`src/hw/core_config.svh`:
```
// build constants for the RV32I core
// included by the RTL files that need the reset PC, the NOP word or the register count
`ifndef CORE_CONFIG_SVH
`define CORE_CONFIG_SVH

// first fetch address after reset
`define CORE_RESET_PC 32'h0001_0000

// addi x0, x0, 0
`define CORE_NOP_INST 32'h0000_0013

`define CORE_REG_COUNT 32

`endif

```
`src/hw/isa_pkg.sv`:
```
// RV32I architectural encodings: opcodes, function codes, instruction views, ALU operations
package isa_pkg;

   typedef enum logic [6:0] {
      opc_op     = 7'b0110011,
      opc_op_imm = 7'b0010011,
      opc_load   = 7'b0000011,
      opc_store  = 7'b0100011,
      opc_branch = 7'b1100011,
      opc_jal    = 7'b1101111,
      opc_jalr   = 7'b1100111,
      opc_lui    = 7'b0110111
   } opcode_e;

   localparam logic [2:0] f3_add_sub = 3'b000;
   localparam logic [2:0] f3_sll     = 3'b001;
   localparam logic [2:0] f3_slt     = 3'b010;
   localparam logic [2:0] f3_sltu    = 3'b011;
   localparam logic [2:0] f3_xor     = 3'b100;
   localparam logic [2:0] f3_srl_sra = 3'b101;
   localparam logic [2:0] f3_or      = 3'b110;
   localparam logic [2:0] f3_and     = 3'b111;
   localparam logic [2:0] f3_beq     = 3'b000;
   localparam logic [2:0] f3_bne     = 3'b001;
   localparam logic [2:0] f3_word    = 3'b010; // lw and sw
   localparam logic [6:0] f7_alt     = 7'b0100000; // sub, sra, srai

   typedef struct packed {
      logic [6:0] funct7;
      logic [4:0] rs2;
      logic [4:0] rs1;
      logic [2:0] funct3;
      logic [4:0] rd;
      logic [6:0] opcode;
   } r_fmt_t;

   typedef struct packed {
      logic [11:0] imm;
      logic [4:0]  rs1;
      logic [2:0]  funct3;
      logic [4:0]  rd;
      logic [6:0]  opcode;
   } i_fmt_t;

   typedef struct packed {
      logic [6:0] imm_hi;
      logic [4:0] rs2;
      logic [4:0] rs1;
      logic [2:0] funct3;
      logic [4:0] imm_lo;
      logic [6:0] opcode;
   } s_fmt_t; // also carries the B layout

   typedef struct packed {
      logic [19:0] imm;
      logic [4:0]  rd;
      logic [6:0]  opcode;
   } u_fmt_t; // also carries the J layout

   typedef union packed {
      r_fmt_t r_fmt;
      i_fmt_t i_fmt;
      s_fmt_t s_fmt;
      u_fmt_t u_fmt;
   } inst_u;

   typedef enum logic [3:0] {
      alu_add, alu_sub, alu_and, alu_or, alu_xor,
      alu_slt, alu_sltu, alu_sll, alu_srl, alu_sra
   } alu_op_e;

endpackage

```
`src/hw/pipe_pkg.sv`:
```
// microarchitectural types of the pipeline: control bundle, forward selects, stage records
package pipe_pkg;

   import isa_pkg::*;

   typedef enum logic [1:0] {
      res_alu  = 2'd0,
      res_mem  = 2'd1,
      res_pc4  = 2'd2,
      res_imm  = 2'd3
   } result_sel_e;

   typedef enum logic [1:0] {
      fwd_reg = 2'd0,
      fwd_mem = 2'd1,
      fwd_wb  = 2'd2
   } fwd_sel_e;

   typedef struct packed {
      logic        reg_write;
      logic        mem_write;
      logic        mem_read;
      logic        branch;      // beq or bne
      logic        branch_ne;   // inverts the equal test
      logic        jump;
      logic        jalr;
      logic        alu_src_imm;
      alu_op_e     alu_op;
      result_sel_e result_sel;
   } ctrl_t;

   typedef struct packed {
      ctrl_t       ctrl;
      logic [31:0] pc;
      logic [31:0] rs1_data;
      logic [31:0] rs2_data;
      logic [31:0] imm;
      logic [4:0]  rs1;
      logic [4:0]  rs2;
      logic [4:0]  rd;
   } id_ex_t;

   typedef struct packed {
      logic        reg_write;
      logic        mem_write;
      logic        mem_read;
      result_sel_e result_sel;
      logic [31:0] alu_y;
      logic [31:0] store_data;
      logic [31:0] pc_plus4;
      logic [31:0] imm;
      logic [4:0]  rd;
   } ex_mem_t;

   typedef struct packed {
      logic        reg_write;
      result_sel_e result_sel;
      logic [31:0] alu_y;
      logic [31:0] mem_data;
      logic [31:0] pc_plus4;
      logic [31:0] imm;
      logic [4:0]  rd;
   } mem_wb_t;

endpackage

```
`src/hw/hazard_if.sv`:
```
// hazard signals between the datapath and the hazard unit
interface hazard_if import pipe_pkg::*; ();

   logic [4:0] rs1_d, rs2_d;     // decode sources
   logic [4:0] rs1_e, rs2_e;     // execute sources
   logic [4:0] rd_e, rd_m, rd_w;
   logic       load_e;
   logic       reg_write_m, reg_write_w;
   logic       redirect_e;       // taken branch or jump

   logic       stall_fd;
   logic       flush_d, flush_e;
   fwd_sel_e   fwd_a, fwd_b;

   modport datapath (
      output rs1_d, rs2_d, rs1_e, rs2_e, rd_e, load_e,
      output rd_m, reg_write_m, rd_w, reg_write_w, redirect_e,
      input  stall_fd, flush_d, flush_e, fwd_a, fwd_b
   );

   modport hazard_unit (
      input  rs1_d, rs2_d, rs1_e, rs2_e, rd_e, load_e,
      input  rd_m, reg_write_m, rd_w, reg_write_w, redirect_e,
      output stall_fd, flush_d, flush_e, fwd_a, fwd_b
   );

endinterface

```
`src/hw/inst_decoder.sv`:
```
// instruction decoder for the decode stage
// turns one RV32I word into a control bundle and a sign-extended immediate
module inst_decoder import isa_pkg::*, pipe_pkg::*; (
   input  inst_u       inst,
   output ctrl_t       ctrl,
   output logic [31:0] imm
);

   logic [31:0] imm_i, imm_s, imm_b, imm_j, imm_u;

   function automatic alu_op_e alu_sel(input logic [2:0] funct3, input logic alt,
                                       input logic allow_sub);
      case (funct3)
         f3_add_sub: return (alt && allow_sub) ? alu_sub : alu_add;
         f3_sll:     return alu_sll;
         f3_slt:     return alu_slt;
         f3_sltu:    return alu_sltu;
         f3_xor:     return alu_xor;
         f3_srl_sra: return alt ? alu_sra : alu_srl;
         f3_or:      return alu_or;
         default:    return alu_and;
      endcase
   endfunction

   assign imm_i = {{20{inst.i_fmt.imm[11]}}, inst.i_fmt.imm};
   assign imm_s = {{20{inst.s_fmt.imm_hi[6]}}, inst.s_fmt.imm_hi, inst.s_fmt.imm_lo};
   assign imm_b = {{19{inst.s_fmt.imm_hi[6]}}, inst.s_fmt.imm_hi[6], inst.s_fmt.imm_lo[0],
                   inst.s_fmt.imm_hi[5:0], inst.s_fmt.imm_lo[4:1], 1'b0};
   assign imm_j = {{11{inst.u_fmt.imm[19]}}, inst.u_fmt.imm[19], inst.u_fmt.imm[7:0],
                   inst.u_fmt.imm[8], inst.u_fmt.imm[18:9], 1'b0};
   assign imm_u = {inst.u_fmt.imm, 12'b0};

   always_comb begin
      ctrl = '0; // bubble unless recognised
      imm  = imm_i;
      case (inst.r_fmt.opcode)
         opc_op: begin
            ctrl.reg_write = 1'b1;
            ctrl.alu_op    = alu_sel(inst.r_fmt.funct3, inst.r_fmt.funct7 == f7_alt, 1'b1);
         end
         opc_op_imm: begin
            ctrl.reg_write   = 1'b1;
            ctrl.alu_src_imm = 1'b1;
            ctrl.alu_op      = alu_sel(inst.i_fmt.funct3, inst.i_fmt.imm[11:5] == f7_alt, 1'b0);
         end
         opc_load: begin
            ctrl.reg_write   = inst.i_fmt.funct3 == f3_word;
            ctrl.mem_read    = inst.i_fmt.funct3 == f3_word;
            ctrl.alu_src_imm = 1'b1;
            ctrl.result_sel  = res_mem;
         end
         opc_store: begin
            ctrl.mem_write   = inst.s_fmt.funct3 == f3_word;
            ctrl.alu_src_imm = 1'b1;
            imm              = imm_s;
         end
         opc_branch: begin
            ctrl.branch    = inst.s_fmt.funct3 == f3_beq || inst.s_fmt.funct3 == f3_bne;
            ctrl.branch_ne = inst.s_fmt.funct3 == f3_bne;
            ctrl.alu_op    = alu_sub;
            imm            = imm_b;
         end
         opc_jal: begin
            ctrl.reg_write  = 1'b1;
            ctrl.jump       = 1'b1;
            ctrl.result_sel = res_pc4; // link
            imm             = imm_j;
         end
         opc_jalr: begin
            ctrl.reg_write   = 1'b1;
            ctrl.jump        = 1'b1;
            ctrl.jalr        = 1'b1;
            ctrl.alu_src_imm = 1'b1; // target from rs1 + imm
            ctrl.result_sel  = res_pc4;
         end
         opc_lui: begin
            ctrl.reg_write  = 1'b1;
            ctrl.result_sel = res_imm;
            imm             = imm_u;
         end
         default: ;
      endcase
   end

endmodule

```
`src/hw/reg_file.sv`:
```
// integer register file, two read ports and one write port
// a read of the register being written returns the new value
`include "core_config.svh"

module reg_file (
   input  logic        clk,
   input  logic        rst,
   input  logic [4:0]  rs1_addr,
   input  logic [4:0]  rs2_addr,
   input  logic [4:0]  rd_addr,
   input  logic [31:0] rd_data,
   input  logic        rd_we,
   output logic [31:0] rs1_data,
   output logic [31:0] rs2_data
);

   logic [31:0] regs [`CORE_REG_COUNT];

   always_ff @(posedge clk) begin
      if (rst) begin
         for (int i = 0; i < `CORE_REG_COUNT; i++)
            regs[i] <= '0;
      end else if (rd_we && rd_addr != 5'd0) begin
         regs[rd_addr] <= rd_data; // x0 never written
      end
   end

   assign rs1_data = (rs1_addr == 5'd0) ? '0 :
                     (rd_we && rd_addr == rs1_addr) ? rd_data : regs[rs1_addr];
   assign rs2_data = (rs2_addr == 5'd0) ? '0 :
                     (rd_we && rd_addr == rs2_addr) ? rd_data : regs[rs2_addr];

endmodule

```
`src/hw/alu.sv`:
```
// execute-stage ALU: add/sub, logic ops, compares and shifts
// equal feeds branch resolution
module alu import isa_pkg::*; (
   input  logic [31:0] a,
   input  logic [31:0] b,
   input  alu_op_e     op,
   output logic [31:0] y,
   output logic        equal
);

   logic [4:0] shamt;

   assign shamt = b[4:0]; // shifts use low five bits only

   always_comb begin
      case (op)
         alu_add:  y = a + b;
         alu_sub:  y = a - b;
         alu_and:  y = a & b;
         alu_or:   y = a | b;
         alu_xor:  y = a ^ b;
         alu_slt:  y = {31'b0, $signed(a) < $signed(b)};
         alu_sltu: y = {31'b0, a < b};
         alu_sll:  y = a << shamt;
         alu_srl:  y = a >> shamt;
         alu_sra:  y = $unsigned($signed(a) >>> shamt);
         default:  y = a + b;
      endcase
   end

   assign equal = a == b;

endmodule

```
`src/hw/hazard_unit.sv`:
```
// forwarding selects, load-use stall and redirect flush for the pipeline
module hazard_unit import pipe_pkg::*; (
   hazard_if.hazard_unit hz
);

   logic load_use;

   // memory stage is younger so it wins over write-back
   function automatic fwd_sel_e fwd_pick(input logic [4:0] rs, input logic wr_m,
                                         input logic [4:0] rd_m, input logic wr_w,
                                         input logic [4:0] rd_w);
      if (rs == 5'd0)
         return fwd_reg;
      else if (wr_m && rd_m == rs)
         return fwd_mem;
      else if (wr_w && rd_w == rs)
         return fwd_wb;
      else
         return fwd_reg;
   endfunction

   assign hz.fwd_a = fwd_pick(hz.rs1_e, hz.reg_write_m, hz.rd_m, hz.reg_write_w, hz.rd_w);
   assign hz.fwd_b = fwd_pick(hz.rs2_e, hz.reg_write_m, hz.rd_m, hz.reg_write_w, hz.rd_w);

   assign load_use = hz.load_e && hz.rd_e != 5'd0 &&
                     (hz.rd_e == hz.rs1_d || hz.rd_e == hz.rs2_d);

   // a redirect kills the stalled decode, so the PC must move
   assign hz.stall_fd = load_use && !hz.redirect_e;
   assign hz.flush_d  = hz.redirect_e;
   assign hz.flush_e  = load_use || hz.redirect_e; // bubble into execute

endmodule

```
`src/hw/pipeline_core.sv`:
```
// five-stage RV32I core top level: fetch, decode, execute, memory, write-back
// instruction and data memories are combinational and sit outside
`include "core_config.svh"

module pipeline_core import isa_pkg::*, pipe_pkg::*; (
   input  logic        clk,
   input  logic        rst,
   output logic [31:0] imem_addr,
   input  logic [31:0] imem_rdata,
   output logic        dmem_req,
   output logic        dmem_we,
   output logic [31:0] dmem_addr,
   output logic [31:0] dmem_wdata,
   input  logic [31:0] dmem_rdata
);

   logic [31:0] pc_f;
   logic [31:0] pc_d;
   inst_u       inst_d;
   ctrl_t       ctrl_d;
   logic [31:0] imm_d, rs1_data_d, rs2_data_d;
   id_ex_t      ex;
   ex_mem_t     mem;
   mem_wb_t     wb;
   logic [31:0] src_a, rs2_fwd, src_b, alu_y, link_e, target_e;
   logic        alu_eq, redirect_e;
   logic [31:0] mem_fwd, result_w;

   hazard_if hz_if ();

   function automatic logic [31:0] fwd_mux(input fwd_sel_e sel, input logic [31:0] reg_val,
                                           input logic [31:0] mem_val,
                                           input logic [31:0] wb_val);
      case (sel)
         fwd_mem: return mem_val;
         fwd_wb:  return wb_val;
         default: return reg_val;
      endcase
   endfunction

   // fetch
   always_ff @(posedge clk) begin
      if (rst)
         pc_f <= `CORE_RESET_PC;
      else if (redirect_e)
         pc_f <= target_e;
      else if (!hz_if.stall_fd)
         pc_f <= pc_f + 32'd4;
   end

   assign imem_addr = pc_f;

   always_ff @(posedge clk) begin
      if (rst || hz_if.flush_d)
         inst_d <= `CORE_NOP_INST;
      else if (!hz_if.stall_fd)
         inst_d <= imem_rdata;
      if (!hz_if.stall_fd)
         pc_d <= pc_f;
   end

   // decode
   inst_decoder dec_i (.inst(inst_d), .ctrl(ctrl_d), .imm(imm_d));

   reg_file rf_i (
      .clk(clk), .rst(rst),
      .rs1_addr(inst_d.r_fmt.rs1), .rs2_addr(inst_d.r_fmt.rs2),
      .rd_addr(wb.rd), .rd_data(result_w), .rd_we(wb.reg_write),
      .rs1_data(rs1_data_d), .rs2_data(rs2_data_d)
   );

   always_ff @(posedge clk) begin
      ex.pc       <= pc_d;
      ex.rs1_data <= rs1_data_d;
      ex.rs2_data <= rs2_data_d;
      ex.imm      <= imm_d;
      ex.rs1      <= inst_d.r_fmt.rs1;
      ex.rs2      <= inst_d.r_fmt.rs2;
      ex.rd       <= inst_d.r_fmt.rd;
      if (rst || hz_if.flush_e)
         ex.ctrl <= '0; // bubble
      else
         ex.ctrl <= ctrl_d;
   end

   // execute
   assign src_a   = fwd_mux(hz_if.fwd_a, ex.rs1_data, mem_fwd, result_w);
   assign rs2_fwd = fwd_mux(hz_if.fwd_b, ex.rs2_data, mem_fwd, result_w);
   assign src_b   = ex.ctrl.alu_src_imm ? ex.imm : rs2_fwd;

   alu alu_i (.a(src_a), .b(src_b), .op(ex.ctrl.alu_op), .y(alu_y), .equal(alu_eq));

   assign link_e     = ex.pc + 32'd4;
   assign target_e   = ex.ctrl.jalr ? {alu_y[31:1], 1'b0} : ex.pc + ex.imm;
   assign redirect_e = ex.ctrl.jump || (ex.ctrl.branch && (alu_eq ^ ex.ctrl.branch_ne));

   always_ff @(posedge clk) begin
      mem.result_sel <= ex.ctrl.result_sel;
      mem.alu_y      <= alu_y;
      mem.store_data <= rs2_fwd;
      mem.pc_plus4   <= link_e;
      mem.imm        <= ex.imm;
      mem.rd         <= ex.rd;
      mem.reg_write  <= rst ? 1'b0 : ex.ctrl.reg_write;
      mem.mem_write  <= rst ? 1'b0 : ex.ctrl.mem_write;
      mem.mem_read   <= rst ? 1'b0 : ex.ctrl.mem_read;
   end

   // memory
   assign dmem_req   = mem.mem_read || mem.mem_write;
   assign dmem_we    = mem.mem_write;
   assign dmem_addr  = mem.alu_y;
   assign dmem_wdata = mem.store_data;

   // load data never forwards from here, the load-use stall covers it
   assign mem_fwd = (mem.result_sel == res_pc4) ? mem.pc_plus4 :
                    (mem.result_sel == res_imm) ? mem.imm : mem.alu_y;

   always_ff @(posedge clk) begin
      wb.result_sel <= mem.result_sel;
      wb.alu_y      <= mem.alu_y;
      wb.mem_data   <= dmem_rdata;
      wb.pc_plus4   <= mem.pc_plus4;
      wb.imm        <= mem.imm;
      wb.rd         <= mem.rd;
      wb.reg_write  <= rst ? 1'b0 : mem.reg_write;
   end

   // write-back
   always_comb begin
      case (wb.result_sel)
         res_mem: result_w = wb.mem_data;
         res_pc4: result_w = wb.pc_plus4;
         res_imm: result_w = wb.imm; // lui
         default: result_w = wb.alu_y;
      endcase
   end

   // hazard unit hookup
   assign hz_if.rs1_d       = inst_d.r_fmt.rs1;
   assign hz_if.rs2_d       = inst_d.r_fmt.rs2;
   assign hz_if.rs1_e       = ex.rs1;
   assign hz_if.rs2_e       = ex.rs2;
   assign hz_if.rd_e        = ex.rd;
   assign hz_if.load_e      = ex.ctrl.mem_read;
   assign hz_if.rd_m        = mem.rd;
   assign hz_if.reg_write_m = mem.reg_write;
   assign hz_if.rd_w        = wb.rd;
   assign hz_if.reg_write_w = wb.reg_write;
   assign hz_if.redirect_e  = redirect_e;

   hazard_unit hz_i (.hz(hz_if.hazard_unit));

endmodule

```
`config.mk`:
```
export PLATFORM = sky130hd
export DESIGN_NAME = pipeline_core
export DESIGN_NICKNAME = d
export VERILOG_FILES = /design/src/hw/isa_pkg.sv /design/src/hw/pipe_pkg.sv /design/src/hw/hazard_if.sv /design/src/hw/inst_decoder.sv /design/src/hw/reg_file.sv /design/src/hw/alu.sv /design/src/hw/hazard_unit.sv /design/src/hw/pipeline_core.sv
export VERILOG_INCLUDE_DIRS = /design/src /design/src/hw
export SDC_FILE = /design/constraint.sdc
export NUM_CORES = 2
export LEC_CHECK = 0
export ABC_AREA = 0
export BUFFER_PORTS_ARGS = -buffer_cell sky130_fd_sc_hd__buf_2
export CORE_UTILIZATION = 49
export CTS_CLUSTER_DIAMETER = 150
export DETAILED_ROUTE_END_ITERATION = 10
export SYNTH_ARGS = -nofsm -noshare
export SYNTH_HDL_FRONTEND = slang
export SYNTH_SLANG_ARGS = --single-unit
```
`constraint.sdc`:
```
create_clock -name clk -period 12.23 [get_ports clk]
set_clock_uncertainty 0.15 [all_clocks]
set_input_delay 2.446 -clock clk [delete_from_list [all_inputs] [get_ports clk]]
set_output_delay 2.446 -clock clk [all_outputs]
set_load 0.005 [all_outputs]
```
# Word level (Yosys, flattened, before mapping)
# Memory sizes are Yosys's and may differ from the RTL's. A register that Yosys moved wholly into a read port is not among the register bits.
# Cells that the tools add are included.
op_classes:
  n_mux: 41
  n_div: 0
  n_eq_ne: 43
  n_addsub: 5
  bitwise: 7
  shifts: 3
  n_reduce_logical: 33
  n_lt_le_gt_ge: 2
  multipliers: 0
op_table:
  columns: ["operator", "count"]
  rows:
  - ["32-bit two-way mux", 9]
  - ["32-bit case mux with 9 select lines", 1]
  - ["32-bit case mux with 2 select lines", 2]
  - ["31-bit case mux with 4 select lines", 1]
  - ["32-bit case mux with 3 select lines", 1]
  - ["32-bit by 3-bit adder with 32-bit output (second input constant)", 2]
  - ["32-bit adder", 2]
  - ["32-bit less-than comparator", 2]
  - ["4-bit case mux with 7 select lines", 2]
  - ["5-bit equality test", 8]
  - ["32-bit bitwise AND", 1]
  - ["32-bit equality test", 1]
  - ["32-bit bitwise OR", 1]
  - ["32-bit OR reduction", 1]
  - ["32-bit by 5-bit left shift with 32-bit output", 1]
  - ["32-bit by 5-bit >> shifter with 32-bit output", 1]
  - ["32-bit by 5-bit >>> shifter with 32-bit output", 1]
  - ["32-bit subtractor", 1]
  - ["32-bit bitwise XOR", 1]
  - ["7-bit by 6-bit equality test with 1-bit output (second input constant)", 4]
  - ["5-bit two-way mux", 5]
  - ["7-bit equality test (second input constant)", 3]
  - ["5-bit zero test", 4]
  - ["4-bit by 3-bit equality test with 1-bit output (second input constant)", 4]
  - ["other kinds (26)", 75]
word_totals:
  output_inout_bits: 98
  regBits: 527
  n_memories: 1
  latchBits: 0
  wordCells: 171
  romBits: 0
  mem_bits_rw: 1024
memory_table:
  columns: ["memory", "words", "word_bits", "rd", "rd_clocked_by_memory_dff", "write_ports", "line", "text"]
  rows:
  - ["rf_i.regs", 32, 32, 2, 2, 32, "reg_file.sv:17", "logic [31:0] regs [`CORE_REG_COUNT];"]

# Depth between registers and ports, before layout
logic_depth:
  depth_word: 16
  mapped_depth: 30

# Modules after synthesis
# From an unflattened synthesis, not the netlist that was laid out.
unflattened:
  hier_cells: 6980
  area_unflattened_um2: 83674.0
modules_own_cells:
  columns: ["module", "area_per_inst_um2", "seq_area_each_um2", "instances", "cells_each"]
  rows:
  - ["reg_file", 55061.6, 30749.5, 1, 3802]
  - ["pipeline_core", 18377.6, 10870.4, 1, 1631]
  - ["alu", 9072.5, 0.0, 1, 1386]
  - ["inst_decoder", 735.7, 0.0, 1, 105]
  - ["hazard_unit", 426.7, 0.0, 1, 56]

# Worst setup path before layout
# Ideal clock, no wire load.
synth_path:
  path_kind: "register to register"
  from: "reg wb (netlist bit hz_if.rd_w[3])"
  to: "reg pc_f[31], in the netlist imem_addr[31]"
  stages_incl_launch_ff: 28
  t_arrival_ns: 5.979
  period_less_slack_ns: 6.246
  path_slack_ns: 5.984
  cell_sequence: "dfxtp_1 -> buf_1 -> xor2_1 -> nor3_1 -> nand3_1 -> nor3_1 -> ha_1 -> clkbuf_1 -> o31ai_1 -> o21a_1 -> buf_2 -> buf_2 -> buf_2 -> buf_1 -> ha_1 -> clkbuf_1 -> nand2b_1 -> o311ai_1 -> a21oi_1 -> a311oi_2 -> nor3b_1 -> a221o_1 -> o41ai_1 -> o211a_1 -> o311a_1 -> a211oi_1 -> a2111o_1 -> o22a_1"
synth_rtl:
  columns: ["element", "line", "text"]
  rows:
  - ["from (decl)", "pipeline_core.sv:24", "mem_wb_t wb;"]
  - ["5-bit equality test", "hazard_unit.sv:16", "else if (wr_w && rd_w == rs)"]
  - ["1-bit logical AND", "hazard_unit.sv:16", null]
  - ["2-bit two-way mux", "hazard_unit.sv:16", null]
  - ["2-bit two-way mux", "hazard_unit.sv:14", "else if (wr_m && rd_m == rs)"]
  - ["2-bit two-way mux", "hazard_unit.sv:12", "if (rs == 5'd0)"]
  - ["2-bit equality test / 2-bit by 1-bit equality test with 1-bit output (equally long branches)", "pipeline_core.sv:34", "case (sel)"]
  - ["32-bit case mux with 2 select lines", "pipeline_core.sv:34", null]
  - ["32-bit two-way mux", "pipeline_core.sv:89", "assign src_b = ex.ctrl.alu_src_imm ? ex.imm : rs2_fwd;"]
  - ["32-bit adder, or another cell as far along", "alu.sv:17, alu.sv:27", null]
  - ["32-bit case mux with 9 select lines (*)", "alu.sv:16", "case (op)"]
  - ["via alu_i.y[31]", "alu.sv:7", "output logic [31:0] y,"]
  - ["32-bit two-way mux (*)", "pipeline_core.sv:94", "assign target_e = ex.ctrl.jalr ? {alu_y[31:1], 1'b0} : ex.pc + ex.imm;"]
  - ["32-bit two-way mux (*)", "pipeline_core.sv:45", "else if (redirect_e)"]
  - ["to (signal assigned)", "pipeline_core.sv:44", "pc_f <= `CORE_RESET_PC;"]
  - ["to (signal assigned)", "pipeline_core.sv:46", "pc_f <= target_e;"]
  - ["to (signal assigned)", "pipeline_core.sv:48", "pc_f <= pc_f + 32'd4;"]
  - ["to (decl)", "pipeline_core.sv:17", "logic [31:0] pc_f;"]
# Mark *: on every way through the listed nets, which the timed path passes. The rest lies on a longest branch.
# A chain may end at the register's enable or synchronous reset.

# Final worst setup path
layout_path:
  from: "reg wb (netlist bit hz_if.rd_w[4])"
  to: "reg pc_f[31], in the netlist imem_addr[31]"
# The elaborated chain is that of the path after synthesis.

==> results summary <==
The clock network fraction of design power is around a third. Setup violations remaining at the end of the flow were counted as 0. The number of clock buffers added by TritonCTS is 170. The die boundary width came out at ~410 um. The final count of hold timing violations came out at 0. The clock input transition at the sequential cells of the worst setup and hold paths came out at 60 ps. After synthesis, the mean cell area works out to approximately 12 sq um. The final critical path takes up around two thirds of the cycle. The worst-case clock buffer depth came out at 3. Sequential cells account for a little over two fifths of the total power.

The cell count after synthesis came out at ~6500. The full die area is 166000 sq um. For this design, the CTS-stage hold fixing added 0 buffers. The clock net sink count is 1561.

Entering global routing, the biggest net connects between 100 and 150 pins. The number of library cell types mapped by synthesis came out at 97. The detail route stage leaves a number of antenna-violating nets equal to 0. The number of antenna violations at the first check in global routing came out at just under 50. The floorplan has 148 rows. After detailed routing, the number of vias per cell comes to slightly below 7. The via count of the routed design is 59766. The yosys synthesis warning count is 0. The total standard cell area after synthesis came out at between 80000 and 90000 sq um.

Detailed placement ended at an HPWL of approximately 230000 um. The worst hold path startpoint is ex[144]. The count of maximum capacitance violations came out at 1.

The flow ran to the end, but the final reports show violations. The number of setup buffers added after CTS came out at 0. The tightest min-delay check is of the flop to flop type. The cell sitting at the root of the clock tree is a sky130_fd_sc_hd__clkbuf_16. The core footprint came out at around 160000 sq um. The cell repeated most along the worst path is sky130_fd_sc_hd__buf_4. The proportion of layout cells with a drive suffix above 1 is ~22%. The clock network latency to the later pin of the worst-skew pair came out at around 850 ps. After the first detailed-routing iteration, the DRC count stood at approximately 9000. For this run, design rule violations remaining after detail routing come to 0. The first-pass detailed-route iteration total came out at 8. The worst slack at placement came out at roughly 4300 ps. The largest individual stage delay along the critical path comes from the cell sky130_fd_sc_hd__o41ai_1. The worst setup path is launched from a flop. The internal power of the cells came out at 9850 uW. Yosys mapped a number of flops with a built-in enable equal to between 1000 and 1500. Among all flip-flop cells after synthesis, the most frequent one is sky130_fd_sc_hd__edfxtp_1. Of the total power, combinational logic draws approximately 24%. The fmax is 122 MHz.

At the pin with the least slew margin, the transition time is around 1500 ps. After synthesis, the share of flip-flops with an asynchronous set or reset is 0%. For this block, the routed nets add up to 337000 um of wire. The average wire per cell in the routed design came out at ~38 um. The critical path is of the flop to flop type. The relative max-transition margin is -0.825%.

The effective utilization at floorplan came out at ~50%. The final RePlAce weighted congestion is roughly 1.0. The worst-case setup margin in the final layout is slightly above 4000 ps. The sequential element share of the synthesized area is between 50% and 60%.

The setup total negative slack is 0 ps. The final count of pins violating max slew was 3. The stage delay of the slowest cell on the critical path is 800 ps. The final layout net count is approximately 6600. The switching power summed over all nets came out at just over 5000 uW.

The type of destination of the critical path is a flop. The total overflow reported by the global router came out at 0. The power per cell area is between 150 and 200 nW/um^2. In this run the critical register-to-register path is launched from hz_if.rd_w[4].

The timing startpoint of the critical path is hz_if.rd_w[4]. In this run switching power makes up 34.0% of total power. The number of global-route vias before repair was between 50000 and 60000. The number of inserted filler cells in the final layout came out at around 14000. The first-pass GRT wire length is between 400000 and 500000 um. The final reports fail on capacitance limit, slew limit. Setup repair after global routing left no endpoint under its margin. The area growth from synthesis to layout is 10.7%.

The final critical-path required period came out at ~8200 ps. Post-CTS repair changed the size of 0 cells. about 160 I/O pins were placed.

The worst path required time came out at 12820 ps. TritonCTS built the clock tree. The worst IR drop on VDD is about 0.00018 V.

The total number of H-tree levels came out at 4. The global-route usage over all layers is 40.0%. For this design the static power due to leakage is around 0.033 uW. The number of port buffers is roughly 160. The synthesis-stage register bit count is between 1500 and 2000. The data arrival time at the worst-slack endpoint is about 8800 ps. The height of the die came out at about 410 um. The worst-path maximum fanout is between 50 and 60.
state kept, by name (all words and copies together), names as in the netlist, 5 cells and up, named ones only:
signal / flops
hz_if.rd_w: 5
hz_if.rs1_e: 5
ex: 141
imem_addr: 32
mem: 67
dmem_wdata: 32
pc_d: 32
rf_i.regs: 1024
hz_if.rs2_e: 5
inst_d: 32
hz_if.rd_m: 5
dmem_addr: 32
hz_if.rd_e: 5
wb: 130
power by group through the flow:
stage | sequential [uW] | combinational [uW] | clock [uW]
floorplan | 6140 | 2020 | 0
global placement | 6330 | 3440 | 0
detailed placement | 6340 | 3430 | 0
CTS | 6230 | 3450 | 5120
global route | 6250 | 3660 | 5310
finish | 6240 | 3590 | 5090
placed cells by master (no fill, tap or decap), types with 92 or more instances in the layout:
| master | count |
|---|---|
| sky130_fd_sc_hd__dfxtp_1 | 490 |
| sky130_fd_sc_hd__a211oi_1 | 205 |
| sky130_fd_sc_hd__ha_1 | 131 |
| sky130_fd_sc_hd__mux2i_1 | 191 |
| sky130_fd_sc_hd__mux4_2 | 643 |
| sky130_fd_sc_hd__buf_2 | 162 |
| sky130_fd_sc_hd__edfxtp_1 | 1056 |
| sky130_fd_sc_hd__nor2_1 | 1297 |
| sky130_fd_sc_hd__buf_4 | 196 |
| sky130_fd_sc_hd__inv_1 | 168 |
| sky130_fd_sc_hd__nand2_1 | 202 |
| sky130_fd_sc_hd__o21ai_0 | 113 |
| sky130_fd_sc_hd__nor2b_1 | 92 |
| sky130_fd_sc_hd__clkbuf_16 | 181 |
| sky130_fd_sc_hd__a21oi_1 | 238 |
metal layers:
layer | up-vias | GRT usage [%] | share of wire, %
met5 | - | 0 | 0.082
met4 | 42 | 19.5 | 5.6
met3 | 815 | 13.2 | 14
met2 | 4300 | 57.9 | 43
met1 | 30413 | 54.3 | 37
li1 | 24196 | - | -
path summary, 6_finish.rpt:
check,end,slack (ps),cells after the start
max,imem_addr[31],4050,27
min,mem[134],170,0
max reg2reg,imem_addr[31],4050,27
min reg2reg,mem[134],170,0
kinds of logic after synthesis:
logic type / synth area share [%]
simple gates: 10.4
compound gates: 8.95
mux: 21.0
flops: 52.0
buf+inv: 4.15
other cells: 0.00466
xor+xnor: 1.47
fa+ha+maj: 2.13
Yosys cell counts (47+ instances only):
library cell / number / area, sq um
sky130_fd_sc_hd__edfxtp_1: 1056 / 31700
sky130_fd_sc_hd__a21oi_1: 241 / 1210
sky130_fd_sc_hd__nor2_1: 1300 / 4880
sky130_fd_sc_hd__nand2_1: 233 / 875
sky130_fd_sc_hd__dfxtp_1: 505 / 10100
sky130_fd_sc_hd__nor2b_1: 92 / 576
sky130_fd_sc_hd__o21a_1: 47 / 353
sky130_fd_sc_hd__nand3_1: 50 / 250
sky130_fd_sc_hd__xnor2_1: 72 / 631
sky130_fd_sc_hd__mux2i_1: 192 / 1920
sky130_fd_sc_hd__nand2b_1: 58 / 363
sky130_fd_sc_hd__buf_1: 86 / 323
sky130_fd_sc_hd__a211oi_1: 205 / 1540
sky130_fd_sc_hd__a21o_1: 67 / 503
sky130_fd_sc_hd__clkbuf_1: 426 / 1600
sky130_fd_sc_hd__ha_1: 132 / 1650
sky130_fd_sc_hd__mux4_2: 643 / 14500
sky130_fd_sc_hd__o21ai_0: 113 / 566
sky130_fd_sc_hd__xor2_1: 63 / 552
sky130_fd_sc_hd__nor3_1: 57 / 285
sky130_fd_sc_hd__buf_4: 69 / 518
sky130_fd_sc_hd__inv_1: 170 / 638
critical path, delay by kind of cell, from the launching register on:
family,cells,cell delay [ps]
AOI/OAI and AO/OA,13,4040
and+or+nand+nor,4,1080
buffers and inverters,7,1440
adders and majority gates,2,620
DFF,1,580
xor gates and xnor gates,1,120
metrics by stage:
stage / area (sq um) / hold WS, ps / power [uW] / std cells / utilization (%)
global placement: 83600 / 164 / 9770 / 8440 / 51.3
finish: 89100 / 175 / 14900 / 8754 / 54.7
floorplan: 80600 / 160 / 8150 / 6530 / -
detailed placement: 83600 / 164 / 9770 / 8440 / 51.3
CTS: 89100 / 176 / 14800 / 8745 / 54.7
global route: 89100 / 183 / 15200 / 8746 / 54.7
cell type report:
| type | instances | area (sq um) | area share (%) |
|---|---|---|---|
| Sequential cell | 1561 | 41900 | 47.0 |
| Multi-Input combinational cell | 4169 | 36000 | 40.4 |
| Clock buffer | 239 | 4850 | 5.44 |
| Tap cell | 2175 | 2720 | 3.05 |
| Timing Repair Buffer | 363 | 2380 | 2.67 |
| Inverter | 172 | 646 | 0.724 |
| Clock inverter | 66 | 609 | 0.684 |
| Antenna cell | 9 | 22.5 | 0.0253 |
No activity file was read; power rests on OpenSTA's default activity.
